<file path="src/rtl/tpu_consts.svh">
//////////////////////////////////////////////////////////////////////
// Sizing constants for the commit tracker, included by the package
// and by any module that needs a default depth or unit latency
//////////////////////////////////////////////////////////////////////
`ifndef TPU_CONSTS_SVH
`define TPU_CONSTS_SVH

// Issue number width, wraps modulo 64
`define TPU_ISSUE_WIDTH 6

// Reorder buffer depth
`define TPU_ROB_ENTRIES 16

// Unit latencies in cycles
`define TPU_LAT_LDST 4   // Both load/store units
`define TPU_LAT_MATH 3   // Math unit
`define TPU_LAT_MV   1   // Register move

`endif

</file>
<file path="src/rtl/tpuPkg.sv">
//////////////////////////////////////////////////////////////////////
// Shared types of the commit tracker, referenced by scoped name
//////////////////////////////////////////////////////////////////////
`include "tpu_consts.svh"

package tpuPkg;

	////////////////////////////////////////////////////////////////////
	// Issue numbering
	////////////////////////////////////////////////////////////////////

	// Wraps modulo 2**TPU_ISSUE_WIDTH
	typedef logic [`TPU_ISSUE_WIDTH-1:0] issueNo;

	////////////////////////////////////////////////////////////////////
	// Unit select
	////////////////////////////////////////////////////////////////////

	typedef enum logic [1:0] {
		unitLdSt1 = 2'd0,   // Load/store unit 1
		unitLdSt2 = 2'd1,   // Load/store unit 2
		unitMath  = 2'd2,   // Math unit
		unitMv    = 2'd3    // Register move
	} unitSel;

	////////////////////////////////////////////////////////////////////
	// Reorder buffer entry, 9 bits
	////////////////////////////////////////////////////////////////////

	typedef struct packed {
		logic   valid;   // Slot holds an instruction
		logic   done;    // Unit reported completion
		logic   slice;   // Must run alone
		issueNo issue;   // Issue number of the slot
	} commitEntry;

endpackage

</file>
<file path="src/rtl/ringBuffCtrl.sv">
//////////////////////////////////////////////////////////////////////
// Pointer and occupancy control for a ring buffer of NUM_ENTRY slots
//////////////////////////////////////////////////////////////////////
`timescale 1ns/1ps

module ringBuffCtrl #(
	parameter int NUM_ENTRY = 16
) (
	input  logic                         clock,
	input  logic                         reset,
	input  logic                         we,      // Write one slot
	input  logic                         re,      // Release one slot
	output logic [$clog2(NUM_ENTRY)-1:0] wAddr,   // Next slot to write
	output logic [$clog2(NUM_ENTRY)-1:0] rAddr,   // Oldest slot
	output logic                         full,
	output logic                         empty,
	output logic [$clog2(NUM_ENTRY):0]   count    // Occupied slots
);

	localparam int ADDR_W = $clog2(NUM_ENTRY);

	logic doWrite;
	logic doRead;

	// Advance with wrap, depth need not be a power of two
	function automatic logic [ADDR_W-1:0] nextPtr(input logic [ADDR_W-1:0] ptr);
		if (ptr == ADDR_W'(NUM_ENTRY - 1))
			return '0;
		return ptr + 1'b1;
	endfunction

	// Ignore requests that would overrun or underrun
	assign doWrite = we & ~full;
	assign doRead  = re & ~empty;

	// Flags come from the counter only
	assign full  = (count == ($clog2(NUM_ENTRY) + 1)'(NUM_ENTRY));
	assign empty = (count == '0);

	always_ff @(posedge clock) begin
		if (reset) begin
			wAddr <= '0;
			rAddr <= '0;
			count <= '0;
		end else begin
			if (doWrite)
				wAddr <= nextPtr(wAddr);
			if (doRead)
				rAddr <= nextPtr(rAddr);
			case ({doWrite, doRead})
				2'b10:   count <= count + 1'b1;
				2'b01:   count <= count - 1'b1;
				default: count <= count;   // Both or neither
			endcase
		end
	end

endmodule

</file>
<file path="src/rtl/reorderBuff.sv">
//////////////////////////////////////////////////////////////////////
// Reorder buffer: marks completions by issue number and retires the
// head in issue order through a valid/ready commit port
//////////////////////////////////////////////////////////////////////
`timescale 1ns/1ps
`include "tpu_consts.svh"

module reorderBuff #(
	parameter int NUM_ENTRY = `TPU_ROB_ENTRIES
) (
	input  logic           clock,
	input  logic           reset,
	// Store from issue
	input  logic           store,
	input  tpuPkg::issueNo storeNo,
	input  logic           storeSlice,
	// Completions from the four units
	input  logic           doneValidLdSt1,
	input  tpuPkg::issueNo doneNoLdSt1,
	input  logic           doneValidLdSt2,
	input  tpuPkg::issueNo doneNoLdSt2,
	input  logic           doneValidMath,
	input  tpuPkg::issueNo doneNoMath,
	input  logic           doneValidMv,
	input  tpuPkg::issueNo doneNoMv,
	// Commit to hazard side
	output logic           commitValid,
	output tpuPkg::issueNo commitNo,
	input  logic           commitReady,
	// Back-pressure to issue
	output logic           full,
	output logic           stall
);

	localparam int ADDR_W = $clog2(NUM_ENTRY);
	localparam int CNT_W  = ADDR_W + 1;

	tpuPkg::commitEntry entryTab [NUM_ENTRY];
	tpuPkg::commitEntry head;

	logic [NUM_ENTRY-1:0] setDone;     // Completion hits per slot
	logic [NUM_ENTRY-1:0] sliceWait;   // Slice slots behind the head

	logic              we;
	logic              re;
	logic              empty;
	logic [ADDR_W-1:0] wAddr;
	logic [ADDR_W-1:0] rAddr;
	logic [CNT_W-1:0]  count;

	// True when any active completion carries this number
	function automatic logic anyDone(input tpuPkg::issueNo num);
		logic hit;
		hit = (doneValidLdSt1 & (doneNoLdSt1 == num))
			| (doneValidLdSt2 & (doneNoLdSt2 == num))
			| (doneValidMath  & (doneNoMath  == num))
			| (doneValidMv    & (doneNoMv    == num));
		return hit;
	endfunction

	////////////////////////////////////////////////////////////////////
	// Head and handshakes
	////////////////////////////////////////////////////////////////////

	assign head        = entryTab[rAddr];
	assign commitValid = ~empty & head.valid & head.done;
	assign commitNo    = head.issue;

	assign re   = commitValid & commitReady;   // Retire on handshake
	assign we   = store & ~full;
	assign full = (count == CNT_W'(NUM_ENTRY));

	// Slice must run alone, hold issue until it reaches the head
	assign stall = |sliceWait;

	always_comb begin
		for (int i = 0; i < NUM_ENTRY; i++) begin
			setDone[i]   = entryTab[i].valid & anyDone(entryTab[i].issue);
			sliceWait[i] = entryTab[i].valid & entryTab[i].slice
				& (ADDR_W'(i) != rAddr);
		end
	end

	////////////////////////////////////////////////////////////////////
	// Entry table
	////////////////////////////////////////////////////////////////////

	always_ff @(posedge clock) begin
		if (reset) begin
			for (int i = 0; i < NUM_ENTRY; i++) begin
				entryTab[i].valid <= 1'b0;
				entryTab[i].done  <= 1'b0;
				entryTab[i].slice <= 1'b0;
			end
		end else begin
			for (int i = 0; i < NUM_ENTRY; i++) begin
				if (setDone[i])
					entryTab[i].done <= 1'b1;
			end
			if (re) begin   // Free the head slot
				entryTab[rAddr].valid <= 1'b0;
				entryTab[rAddr].done  <= 1'b0;
				entryTab[rAddr].slice <= 1'b0;
			end
			// Never the head slot here, a full buffer blocks the store
			if (we) begin
				entryTab[wAddr].valid <= 1'b1;
				entryTab[wAddr].done  <= 1'b0;
				entryTab[wAddr].slice <= storeSlice;
				entryTab[wAddr].issue <= storeNo;
			end
		end
	end

	////////////////////////////////////////////////////////////////////
	// Ring pointers
	////////////////////////////////////////////////////////////////////

	ringBuffCtrl #(
		.NUM_ENTRY (NUM_ENTRY)
	) ringCtrl_i (
		.clock (clock),
		.reset (reset),
		.we    (we),
		.re    (re),
		.wAddr (wAddr),
		.rAddr (rAddr),
		.full  (),        // Full taken from count above
		.empty (empty),
		.count (count)
	);

endmodule

</file>
<file path="src/rtl/issueUnit.sv">
//////////////////////////////////////////////////////////////////////
// Issue stage: numbers accepted instructions, stores them in the
// reorder buffer and starts the selected unit in the same cycle
//////////////////////////////////////////////////////////////////////
`timescale 1ns/1ps

module issueUnit (
	input  logic           clock,
	input  logic           reset,
	// Instruction input
	input  logic           inValid,
	output logic           inReady,
	input  tpuPkg::unitSel inUnit,
	input  logic           inSlice,
	// Buffer state
	input  logic           full,
	input  logic           stall,
	// Store port
	output logic           robStore,
	output tpuPkg::issueNo robIssueNo,
	output logic           robSlice,
	// One-hot unit starts
	output logic           startLdSt1,
	output logic           startLdSt2,
	output logic           startMath,
	output logic           startMv
);

	tpuPkg::issueNo nextNo;   // Number for the next transfer
	logic           xfer;

	////////////////////////////////////////////////////////////////////
	// Handshake
	////////////////////////////////////////////////////////////////////

	assign inReady = ~full & ~stall;
	assign xfer    = inValid & inReady;

	// Counter wraps with the type width
	always_ff @(posedge clock) begin
		if (reset)
			nextNo <= '0;
		else if (xfer)
			nextNo <= nextNo + 1'b1;
	end

	////////////////////////////////////////////////////////////////////
	// Store and dispatch, no register
	////////////////////////////////////////////////////////////////////

	assign robStore   = xfer;
	assign robIssueNo = nextNo;   // Also fans out to every unit
	assign robSlice   = inSlice;

	always_comb begin
		startLdSt1 = 1'b0;
		startLdSt2 = 1'b0;
		startMath  = 1'b0;
		startMv    = 1'b0;
		if (xfer) begin
			case (inUnit)
				tpuPkg::unitLdSt1: startLdSt1 = 1'b1;
				tpuPkg::unitLdSt2: startLdSt2 = 1'b1;
				tpuPkg::unitMath:  startMath  = 1'b1;
				default:           startMv    = 1'b1;
			endcase
		end
	end

endmodule

</file>
<file path="src/rtl/execUnit.sv">
//////////////////////////////////////////////////////////////////////
// Fixed-latency unit model, carries issue numbers to completion
// LATENCY cycles after start, one new start per cycle
//////////////////////////////////////////////////////////////////////
`timescale 1ns/1ps

module execUnit #(
	parameter int LATENCY = 1   // At least 1
) (
	input  logic           clock,
	input  logic           reset,
	input  logic           startValid,
	input  tpuPkg::issueNo startNo,
	output logic           doneValid,
	output tpuPkg::issueNo doneNo
);

	logic [LATENCY-1:0] stageValid;
	tpuPkg::issueNo     stageNo [LATENCY];

	// Valid chain, cleared on reset
	always_ff @(posedge clock) begin
		if (reset) begin
			stageValid <= '0;
		end else begin
			stageValid[0] <= startValid;
			for (int i = 1; i < LATENCY; i++)
				stageValid[i] <= stageValid[i-1];
		end
	end

	// Number chain follows the valids
	always_ff @(posedge clock) begin
		stageNo[0] <= startNo;
		for (int i = 1; i < LATENCY; i++)
			stageNo[i] <= stageNo[i-1];
	end

	assign doneValid = stageValid[LATENCY-1];
	assign doneNo    = stageNo[LATENCY-1];

endmodule

</file>
<file path="src/rtl/commitEngine.sv">
//////////////////////////////////////////////////////////////////////
// Top level of the commit tracker: issue, four execution units and
// the reorder buffer, instruction in and in-order commit out
//////////////////////////////////////////////////////////////////////
`timescale 1ns/1ps
`include "tpu_consts.svh"

module commitEngine (
	input  logic           clock,
	input  logic           reset,
	input  logic           inValid,
	output logic           inReady,
	input  tpuPkg::unitSel inUnit,
	input  logic           inSlice,
	output logic           commitValid,
	output tpuPkg::issueNo commitNo,
	input  logic           commitReady
);

	logic           robFull;
	logic           robStall;
	logic           robStore;
	logic           robSlice;
	tpuPkg::issueNo robIssueNo;   // Shared by all unit starts

	logic startLdSt1, startLdSt2, startMath, startMv;

	logic           doneValidLdSt1, doneValidLdSt2, doneValidMath, doneValidMv;
	tpuPkg::issueNo doneNoLdSt1, doneNoLdSt2, doneNoMath, doneNoMv;

	////////////////////////////////////////////////////////////////////
	// Issue
	////////////////////////////////////////////////////////////////////

	issueUnit issueUnit_i (
		.clock      (clock),
		.reset      (reset),
		.inValid    (inValid),
		.inReady    (inReady),
		.inUnit     (inUnit),
		.inSlice    (inSlice),
		.full       (robFull),
		.stall      (robStall),
		.robStore   (robStore),
		.robIssueNo (robIssueNo),
		.robSlice   (robSlice),
		.startLdSt1 (startLdSt1),
		.startLdSt2 (startLdSt2),
		.startMath  (startMath),
		.startMv    (startMv)
	);

	////////////////////////////////////////////////////////////////////
	// Execution units
	////////////////////////////////////////////////////////////////////

	execUnit #(.LATENCY(`TPU_LAT_LDST)) execLdSt1_i (
		.clock (clock), .reset (reset),
		.startValid (startLdSt1), .startNo (robIssueNo),
		.doneValid (doneValidLdSt1), .doneNo (doneNoLdSt1)
	);

	execUnit #(.LATENCY(`TPU_LAT_LDST)) execLdSt2_i (
		.clock (clock), .reset (reset),
		.startValid (startLdSt2), .startNo (robIssueNo),
		.doneValid (doneValidLdSt2), .doneNo (doneNoLdSt2)
	);

	execUnit #(.LATENCY(`TPU_LAT_MATH)) execMath_i (
		.clock (clock), .reset (reset),
		.startValid (startMath), .startNo (robIssueNo),
		.doneValid (doneValidMath), .doneNo (doneNoMath)
	);

	execUnit #(.LATENCY(`TPU_LAT_MV)) execMv_i (
		.clock (clock), .reset (reset),
		.startValid (startMv), .startNo (robIssueNo),
		.doneValid (doneValidMv), .doneNo (doneNoMv)
	);

	////////////////////////////////////////////////////////////////////
	// Reorder buffer
	////////////////////////////////////////////////////////////////////

	reorderBuff #(.NUM_ENTRY(`TPU_ROB_ENTRIES)) reorderBuff_i (
		.clock          (clock),
		.reset          (reset),
		.store          (robStore),
		.storeNo        (robIssueNo),
		.storeSlice     (robSlice),
		.doneValidLdSt1 (doneValidLdSt1),
		.doneNoLdSt1    (doneNoLdSt1),
		.doneValidLdSt2 (doneValidLdSt2),
		.doneNoLdSt2    (doneNoLdSt2),
		.doneValidMath  (doneValidMath),
		.doneNoMath     (doneNoMath),
		.doneValidMv    (doneValidMv),
		.doneNoMv       (doneNoMv),
		.commitValid    (commitValid),
		.commitNo       (commitNo),
		.commitReady    (commitReady),
		.full           (robFull),
		.stall          (robStall)
	);

endmodule

</file>
<file path="config.mk">
export PLATFORM = sky130hd
export DESIGN_NAME = commitEngine
export DESIGN_NICKNAME = d
export VERILOG_FILES = /design/src/rtl/tpuPkg.sv /design/src/rtl/ringBuffCtrl.sv /design/src/rtl/reorderBuff.sv /design/src/rtl/issueUnit.sv /design/src/rtl/execUnit.sv /design/src/rtl/commitEngine.sv
export VERILOG_INCLUDE_DIRS = /design/src /design/src/rtl
export SDC_FILE = /design/constraint.sdc
export NUM_CORES = 1
export LEC_CHECK = 0
export ABC_AREA = 1
export CORE_UTILIZATION = 50
export CTS_BUF_LIST = sky130_fd_sc_hd__clkbuf_8
export DETAILED_ROUTE_END_ITERATION = 8
export DONT_BUFFER_PORTS = 1
export SLEW_MARGIN = 30
export SYNTH_ARGS = -nofsm -noshare
export SYNTH_HDL_FRONTEND = slang
export SYNTH_SLANG_ARGS = --single-unit
export TNS_END_PERCENT = 30
</file>
<file path="constraint.sdc">
create_clock -name clock -period 3.7 [get_ports clock]
set_input_delay 0.185 -clock clock [delete_from_list [all_inputs] [get_ports clock]]
set_output_delay 0.185 -clock clock [all_outputs]
set_load 0.01 [all_outputs]
</file>
==> results_tabular.tex, run 1 <==
\begin{tabular}{lr}
\hline
Metric & Value \\
\hline
\multicolumn{2}{l}{\textbf{Power}} \\
Power after layout & between 0.004 and 0.005 W \\
Largest vdd supply drop & 242 uV \\
Power per cell area & 349 mW/mm2 \\
Leak Pwr & 5.75 nW \\
\multicolumn{2}{l}{\textbf{Route}} \\
Via density & just over 6 \\
Detailed Routing Iterations Pass 1 & 8 \\
Antenna-violating nets left & 0 \\
Total number of vias & around 12000 \\
Average wire per standard cell & 22.6 um \\
Total wire length after detailed routing & about 46000 um \\
Count of routing violations after the opening detailed-route iteration & around 1600 \\
DRC violations left & 0 \\
\multicolumn{2}{l}{\textbf{Yosys}} \\
\#FFs+latches synth & 203 \\
Number of distinct library cells after synthesis & 39 \\
Mean post-synth cell area & around 7.3 um2 \\
Synthesized net count & 1734 \\
Mapped Cells & about 1700 \\
Top flip-flop cell by instance count after synthesis & edfxtp\_1 \\
Ys async rst share & 0\% \\
Post-synth design cell area & about 0.013 mm2 \\
Share of synthesized area occupied by flip-flops and latches & 41.2\% \\
Post-synth EDFFs & 112 \\
Warning count from the yosys run & 0 \\
\multicolumn{2}{l}{\textbf{Global routing}} \\
Initial antenna violation count & 1 \\
Vias in the first global route & around 12000 \\
First-pass GRT wire length & approximately 69000 um \\
Pin count of the biggest net entering global routing & 51 \\
Overall fraction of global-route tracks in use & 36.0\% \\
GRT Residual Overflow & 0 \\
\multicolumn{2}{l}{\textbf{Timing}} \\
Max-slew violation count & 0 \\
Final worst-path cycle share & about 88\% \\
Post-route clock skew & 0.0169 ns \\
Min cycle time layout & 3.25 ns \\
Upper clock frequency limit & 308 MHz \\
Total Negative Setup Slacks & 0 ns \\
Setup repair after global routing missed its margin & no \\
Measured slew at the worst slew-check pin & approximately 1.1 ns \\
Number of hold violations in the final report & 0 \\
Max-Slew Margin vs Limit & between 20\% and 30\% \\
Setup violation total in the final timing report & 0 \\
\multicolumn{2}{l}{\textbf{Die}} \\
Die H & 161 um \\
Number of core rows & 57 \\
Die area & roughly 0.026 mm2 \\
Horizontal extent of the die & 161 um \\
Core outline area & about 0.024 mm2 \\
Number of primary I/O pins & 15 \\
Starting Density & 51.4\% \\
\multicolumn{2}{l}{\textbf{Worst setup path}} \\
Worst endpoint data arrival time & approximately 3.7 ns \\
Required @ worst endpoint & about 4.1 ns \\
Worst Setup Start Kind & flip-flop \\
Category of the critical setup timing path & reg -> reg \\
Maximum fanout along the worst path & 21 \\
Element type at the critical path end & flip-flop \\
\multicolumn{2}{l}{\textbf{CTS}} \\
Buffer cell driving the clock tree root & clkbuf\_8 \\
Register clock-pin slew on the reported worst setup and hold paths & around 0.07 ns \\
CTS resizes & 0 \\
CTS tree & yes \\
Insertion delay of the later-clocked pin in the worst-skew pair & 0.55 ns \\
Clock buffer depth & 3 \\
CTS Buf Count & 35 \\
Maximum level of the CTS H-tree & 2 \\
Count of clock tree sinks & 203 \\
Post-CTS Setup Repair Bufs & 0 \\
Hold-fix buffer count after cts & 6 \\
\multicolumn{2}{l}{\textbf{Layout}} \\
Layout overhead on the synthesized area & 7.89\% \\
Post-route cell area & approximately 0.014 mm2 \\
Number of filler cells placed in the layout & between 2000 and 2500 \\
Net count reported at finish & approximately 1700 \\
Share of final-layout standard cells stronger than drive strength 1 & a little over 6\% \\
\multicolumn{2}{l}{\textbf{Outcome}} \\
Outcome & complete, no violations \\
\multicolumn{2}{l}{\textbf{Worst hold path}} \\
Hold Path Class & in -> reg \\
\multicolumn{2}{l}{\textbf{Place}} \\
Placed cell areas & around 0.013 mm2 \\
Gpl congestion & around 1.0 \\
Port Buf Inserts & 0 \\
Half-perimeter wire length of the detailed placement result & between 30000 and 40000 um \\
\multicolumn{2}{l}{\textbf{Run}} \\
Max-cap viol count & 0 \\
\hline
\end{tabular}
cells by family after synthesis:
kind of cell	count (synthesis)	synth area share, %
AO/OA/AOI/OAI	330	14.7
flip-flops	203	41.2
adder cells (fa/ha/maj)	14	1.45
buffers and inverters	302	9.34
XOR/XNOR	97	6.75
AND/OR/NAND/NOR	767	26.5
stage by stage:
| stage | utilization [%] | setup slack (ns) | hold slack, ns | instances |
|---|---|---|---|---|
| after floorplan | - | 0.725 | 0.262 | 1713 |
| after global placement | 52.6 | 0.611 | 0.265 | 1976 |
| after detailed placement | 52.6 | 0.543 | 0.268 | 1976 |
| after CTS | 55.4 | 0.514 | 0.0537 | 2045 |
| after global routing | 55.5 | 0.193 | 0.0676 | 2047 |
| final | 55.5 | 0.453 | 0.0779 | 2047 |
placed cells by master (no fill, tap or decap), types with 5 or more instances in the layout:
master,n
nand3_2,6
dlygate4sd3_1,5
a211oi_1,8
nand2_1,292
nand3_1,120
xnor2_1,29
nor4_1,8
edfxtp_1,112
o211ai_1,22
nand3b_1,5
dfxtp_1,90
o22ai_1,79
o21ai_0,86
nor2_1,231
nand4_1,41
a21oi_1,125
clkinv_1,13
nor3_1,48
ha_1,13
xor2_1,68
buf_4,37
inv_2,6
clkbuf_8,37
nand2_2,5
inv_1,207
worst paths after layout:
path	start	endpoint	slack [ns]	cells after the start
hold / removal	inValid	issueUnit_i.robIssueNo[1]$_SDFFE_PP0N_	0.08	4
setup / recovery	execLdSt2_i.stageNo[3][3]$_DFF_P_	reorderBuff_i.entryTab[6][7]$_SDFFE_PP0P_	0.45	7
hold reg to reg	execMath_i.stageNo[0][11]$_DFF_P_	execMath_i.stageNo[0][17]$_DFF_P_	0.32	0
setup reg to reg	execLdSt2_i.stageNo[3][3]$_DFF_P_	reorderBuff_i.entryTab[6][7]$_SDFFE_PP0P_	0.45	7
synthesized netlist by cell type (8+ instances only):
master | count | area share, %
nand2_1 | 292 | 8.7
nand4_1 | 41 | 2.0
buf_2 | 9 | 0.36
nor4_1 | 8 | 0.40
ha_1 | 13 | 1.3
buf_1 | 18 | 0.54
xor2_1 | 68 | 4.7
nor3_1 | 48 | 1.9
o22ai_1 | 79 | 3.9
inv_1 | 190 | 5.7
dfxtp_1 | 91 | 14
clkbuf_1 | 64 | 1.9
o211ai_1 | 22 | 1.3
nand3_1 | 120 | 4.8
nor2_1 | 232 | 6.9
a21oi_1 | 125 | 5.0
o21ai_0 | 86 | 3.4
a211oi_1 | 8 | 0.48
clkinv_1 | 8 | 0.24
edfxtp_1 | 112 | 27
xnor2_1 | 29 | 2.0
final cells by class:
cell class                 instances  area (um2)  share of cell area [%]
timing repair buffer              43         348                    2.56
clock buffer                      37         509                    3.75
sequential                       203        5190                    38.2
antenna                            2        5.00                  0.0369
multi-input combinational       1208        6230                    45.9
tap                              324         405                    2.99
clock inverter                    26         125                   0.922
inverter                         204         766                    5.64
critical path, cell delays in order, from the launching register on:
cell and delay [ns]:
dfxtp_1 0.84, clkinv_1 1.09, o22ai_1 0.48, nor2_1 0.10, nand4_1 0.10, nand3_1 0.24
a22oi_1 0.22, nor2_1 0.05
sequential cells by signal, summed over array words and instances (netlist names), named ones only:
| name | flops |
|---|---|
| execLdSt1_i.stageValid | 4 |
| execLdSt2_i.stageNo | 16 |
| execLdSt2_i.stageValid | 4 |
| execMath_i.stageNo | 3 |
| execMath_i.stageValid | 3 |
| execMv_i.doneValid | 1 |
| execMv_i.stageNo | 5 |
| issueUnit_i.robIssueNo | 6 |
| reorderBuff_i.entryTab | 144 |
| reorderBuff_i.ringCtrl_i.count | 5 |
| reorderBuff_i.ringCtrl_i.rAddr | 4 |
| reorderBuff_i.ringCtrl_i.wAddr | 4 |
power breakdown:
group	switching, W	leakage (nW)	internal [W]
clock network	0.000942	0.394	0.000934
registers	0.0000414	1.82	0.00240
logic	0.000308	3.54	0.000115
per-layer routing:
metal	vias up	part of all wire [%]	global-route usage (%)
met4	0	6.8	22.0
li1	5712	-	-
met2	803	44	57.3
met1	5709	38	44.5
met5	-	0	0
met3	226	11	7.77
(Power assumes the default switching activity.)
==> run 2: changes to the inputs <==
--- a/config.mk
+++ b/config.mk
@@ -7,10 +7,13 @@
 export NUM_CORES = 1
 export LEC_CHECK = 0
 export ABC_AREA = 1
-export CORE_UTILIZATION = 50
-export CTS_BUF_LIST = sky130_fd_sc_hd__clkbuf_8
+export CELL_PAD_IN_SITES_DETAIL_PLACEMENT = 0
+export CELL_PAD_IN_SITES_GLOBAL_PLACEMENT = 1
+export CORE_UTILIZATION = 48
+export CTS_BUF_LIST = sky130_fd_sc_hd__clkbuf_16
 export DETAILED_ROUTE_END_ITERATION = 8
 export DONT_BUFFER_PORTS = 1
+export PLACE_DENSITY_LB_ADDON = 0.1
 export SLEW_MARGIN = 30
 export SYNTH_ARGS = -nofsm -noshare
 export SYNTH_HDL_FRONTEND = slang
==> results_tabular.tex, run 2 (synthesized netlist as in run 1, its figures left out) <==
\begin{tabular}{lr}
\hline
Metric & Value \\
\hline
\multicolumn{2}{l}{\textbf{Route}} \\
Antenna-violating nets left & 0 \\
Count of routing violations after the opening detailed-route iteration & 1608 \\
Total wire length after detailed routing & about 47000 um \\
Detailed Routing Iterations Pass 1 & 6 \\
Total number of vias & between 10000 and 15000 \\
DRC violations left & 0 \\
Average wire per standard cell & between 20 and 25 um \\
Via density & between 6 and 7 \\
\multicolumn{2}{l}{\textbf{Timing}} \\
Number of hold violations in the final report & 0 \\
Min cycle time layout & about 3.2 ns \\
Post-route clock skew & between 0.015 and 0.02 ns \\
Final worst-path cycle share & between 80\% and 90\% \\
Measured slew at the worst slew-check pin & 1.02 ns \\
Max-slew violation count & 0 \\
Total Negative Setup Slacks & 0 ns \\
Setup violation total in the final timing report & 0 \\
Setup repair after global routing missed its margin & no \\
Max-Slew Margin vs Limit & between 30\% and 40\% \\
Upper clock frequency limit & roughly 310 MHz \\
\multicolumn{2}{l}{\textbf{CTS}} \\
CTS tree & yes \\
Maximum level of the CTS H-tree & 1 \\
CTS resizes & 0 \\
Register clock-pin slew on the reported worst setup and hold paths & $\sim$0.060 ns \\
Count of clock tree sinks & approximately 200 \\
Clock buffer depth & 3 \\
Post-CTS Setup Repair Bufs & 0 \\
Buffer cell driving the clock tree root & clkbuf\_16 \\
CTS Buf Count & 24 \\
Insertion delay of the later-clocked pin in the worst-skew pair & between 0.5 and 0.6 ns \\
\multicolumn{2}{l}{\textbf{Die}} \\
Number of core rows & 58 \\
Die area & 0.0269 mm2 \\
Starting Density & 49.4\% \\
Core outline area & between 0.02 and 0.03 mm2 \\
Horizontal extent of the die & 164 um \\
Number of primary I/O pins & 15 \\
Die H & approximately 160 um \\
\multicolumn{2}{l}{\textbf{Worst setup path}} \\
Dominant delay contributor by cell family on the critical path & simple AND/OR/NAND/NOR gates \\
Delay contributed by the slowest stage of the critical path & roughly 0.4 ns \\
Category of the critical setup timing path & reg -> reg \\
Reg2Reg Launch Point & reorderBuff\_i.ringCtrl\_i.rAddr[1]\$\_SDFFE\_PP0N\_ \\
Highest-delay cell along the critical path & dfxtp\_1 \\
Maximum fanout along the worst path & 11 \\
Required @ worst endpoint & roughly 4.1 ns \\
Cells along the critical path & ha\_1, nand3\_1, nand2\_1, nand3\_1, nor2\_1, nand3\_1, nor2\_2, inv\_2, ha\_1, ha\_1, nand2\_1, nor2\_1, a211oi\_1, o21ai\_0, a21oi\_1, nand2\_1, nor3b\_1 \\
CP bufs+invs & 1 \\
Register-to-register path setup slack & 0.51 ns \\
Path depth of the worst reg2reg path & 17 \\
Element type at the critical path end & flip-flop \\
Worst endpoint data arrival time & 3.58 ns \\
Crit Reg-Reg Endpoint & reorderBuff\_i.ringCtrl\_i.count[4]\$\_SDFFE\_PP0P\_ \\
Worst Setup Start Kind & flip-flop \\
\multicolumn{2}{l}{\textbf{Power}} \\
Part of the power in the clock network & a little over two fifths \\
Leak Pwr & around 5.7 nW \\
Largest vdd supply drop & 401 uV \\
Power per cell area & approximately 370 mW/mm2 \\
Power share of the combinational group & $\sim$8.4\% \\
Fraction of power spent switching nets & between 20\% and 30\% \\
P\_sw & 0.00127 W \\
Internal & about 0.0037 W \\
Portion of total power attributed to sequential cells & roughly half \\
\multicolumn{2}{l}{\textbf{Global routing}} \\
First-pass GRT wire length & roughly 70000 um \\
Overall fraction of global-route tracks in use & 35.0\% \\
Vias in the first global route & between 10000 and 15000 \\
GRT Residual Overflow & 0 \\
Initial antenna violation count & 0 \\
Pin count of the biggest net entering global routing & 51 \\
\multicolumn{2}{l}{\textbf{Layout}} \\
Commonest cells after routing, fill and taps aside & 292 x nand2\_1, 232 x nor2\_1, 194 x inv\_1 \\
Antenna Cells & 0 \\
Share of final-layout standard cells stronger than drive strength 1 & 5.70\% \\
Layout overhead on the synthesized area & 8.52\% \\
Leading cell type in the layout, fill and taps excluded & nand2\_1 \\
Utilization of the core after routing & a little over half \\
Top reg by flops & reorderBuff\_i.entryTab \\
Net count reported at finish & about 1700 \\
Number of flip-flops in the largest register & approximately 140 \\
\multicolumn{2}{l}{\textbf{Worst hold path}} \\
Min-Delay Path Depth & 3 \\
End of the worst hold path & reorderBuff\_i.entryTab[15][8]\$\_SDFFE\_PN1P\_ \\
Worst hold path startpoint & commitReady \\
Hold Path Class & in -> reg \\
\multicolumn{2}{l}{\textbf{Place}} \\
Port Buf Inserts & 0 \\
Gpl congestion & 1.01 \\
Half-perimeter wire length of the detailed placement result & between 30000 and 40000 um \\
\multicolumn{2}{l}{\textbf{Run}} \\
Max-cap viol count & 0 \\
\multicolumn{2}{l}{\textbf{Outcome}} \\
Outcome & complete, no violations \\
\hline
\end{tabular}
==> run 2: changes by cell type in the layout (fill, tap and decap cells not counted), moves of 2 or more <==
cell | before | now
clkbuf_8 | 37 | 0
clkbuf_16 | 0 | 25
diode_2 | 2 | 0
clkinv_2 | 2 | 6
clkinvlp_4 | 0 | 2
inv_1 | 207 | 194
clkinv_8 | 2 | 0
==> run 2: worst max-delay path by stage <==
stage / to / slack [ns] / startpoint / cells past startpoint
detailed placement: reorderBuff_i.ringCtrl_i.count[4]$_SDFFE_PP0P_ / 0.60 / reorderBuff_i.ringCtrl_i.rAddr[1]$_SDFFE_PP0N_ / 17
finish: reorderBuff_i.ringCtrl_i.count[4]$_SDFFE_PP0P_ / 0.51 / reorderBuff_i.ringCtrl_i.rAddr[1]$_SDFFE_PP0N_ / 17
global placement: reorderBuff_i.ringCtrl_i.count[4]$_SDFFE_PP0P_ / 0.68 / reorderBuff_i.ringCtrl_i.rAddr[0]$_SDFFE_PP0N_ / 17
floorplan: reorderBuff_i.ringCtrl_i.count[4]$_SDFFE_PP0P_ / 0.73 / reorderBuff_i.ringCtrl_i.rAddr[0]$_SDFFE_PP0N_ / 19
global route: reorderBuff_i.ringCtrl_i.count[4]$_SDFFE_PP0P_ / 0.28 / reorderBuff_i.ringCtrl_i.rAddr[2]$_SDFFE_PP0N_ / 16
CTS: reorderBuff_i.ringCtrl_i.count[4]$_SDFFE_PP0P_ / 0.58 / reorderBuff_i.ringCtrl_i.rAddr[1]$_SDFFE_PP0N_ / 17
==> run 2: routing by layer <==
layer  wire [um]  global-route usage (%)  share of wire (%)
met3        4940                    5.93                 11
met5           0                       0                  0
met1       18800                    46.3                 40
met4        2060                    14.9                4.4
met2       20800                    56.2                 45
==> run 2: cell type report <==
type	instances	area, um2
Tap cell	330	413
Clock buffer	25	626
Inverter	204	766
Timing Repair Buffer	43	350
Sequential cell	203	5190
Fill cell	2531	11800
Clock inverter	19	91.3
Multi-Input combinational cell	1208	6220
==> run 2: repair_timing <==
| action | CTS | global route |
|---|---|---|
| setup endpoints to repair | 0 | 0 |
| hold buffers | 7 | 0 |
| hold endpoints to repair | 64 | 0 |
==> run 2: per-stage QoR <==
step / total power [W] / hold slack (ns) / std cells / setup slack (ns) / instance area, um2
global placement: 0.00287 / 0.269 / 1981 / 0.679 / 12900
global route: 0.00515 / 0.0453 / 2032 / 0.277 / 13700
CTS: 0.00502 / 0.00260 / 2032 / 0.578 / 13700
detailed placement: 0.00287 / 0.268 / 1981 / 0.598 / 12900
floorplan: 0.00274 / 0.262 / 1713 / 0.725 / 12600
finish: 0.00500 / 0.00331 / 2032 / 0.513 / 13700
==> run 2: power by group through the flow <==
stage               logic [W]  registers (W)  clock network, W
detailed placement   0.000384        0.00249                 0
floorplan            0.000276        0.00247                 0
finish               0.000418        0.00244           0.00214
global placement     0.000382        0.00249                 0
global route         0.000445        0.00244           0.00227
CTS                  0.000403        0.00244           0.00218
==> run 2: worst min-delay path, delay by kind of cell <==
kind | cells | cell delay (ns)
and+or+nand+nor | 3 | 0.29
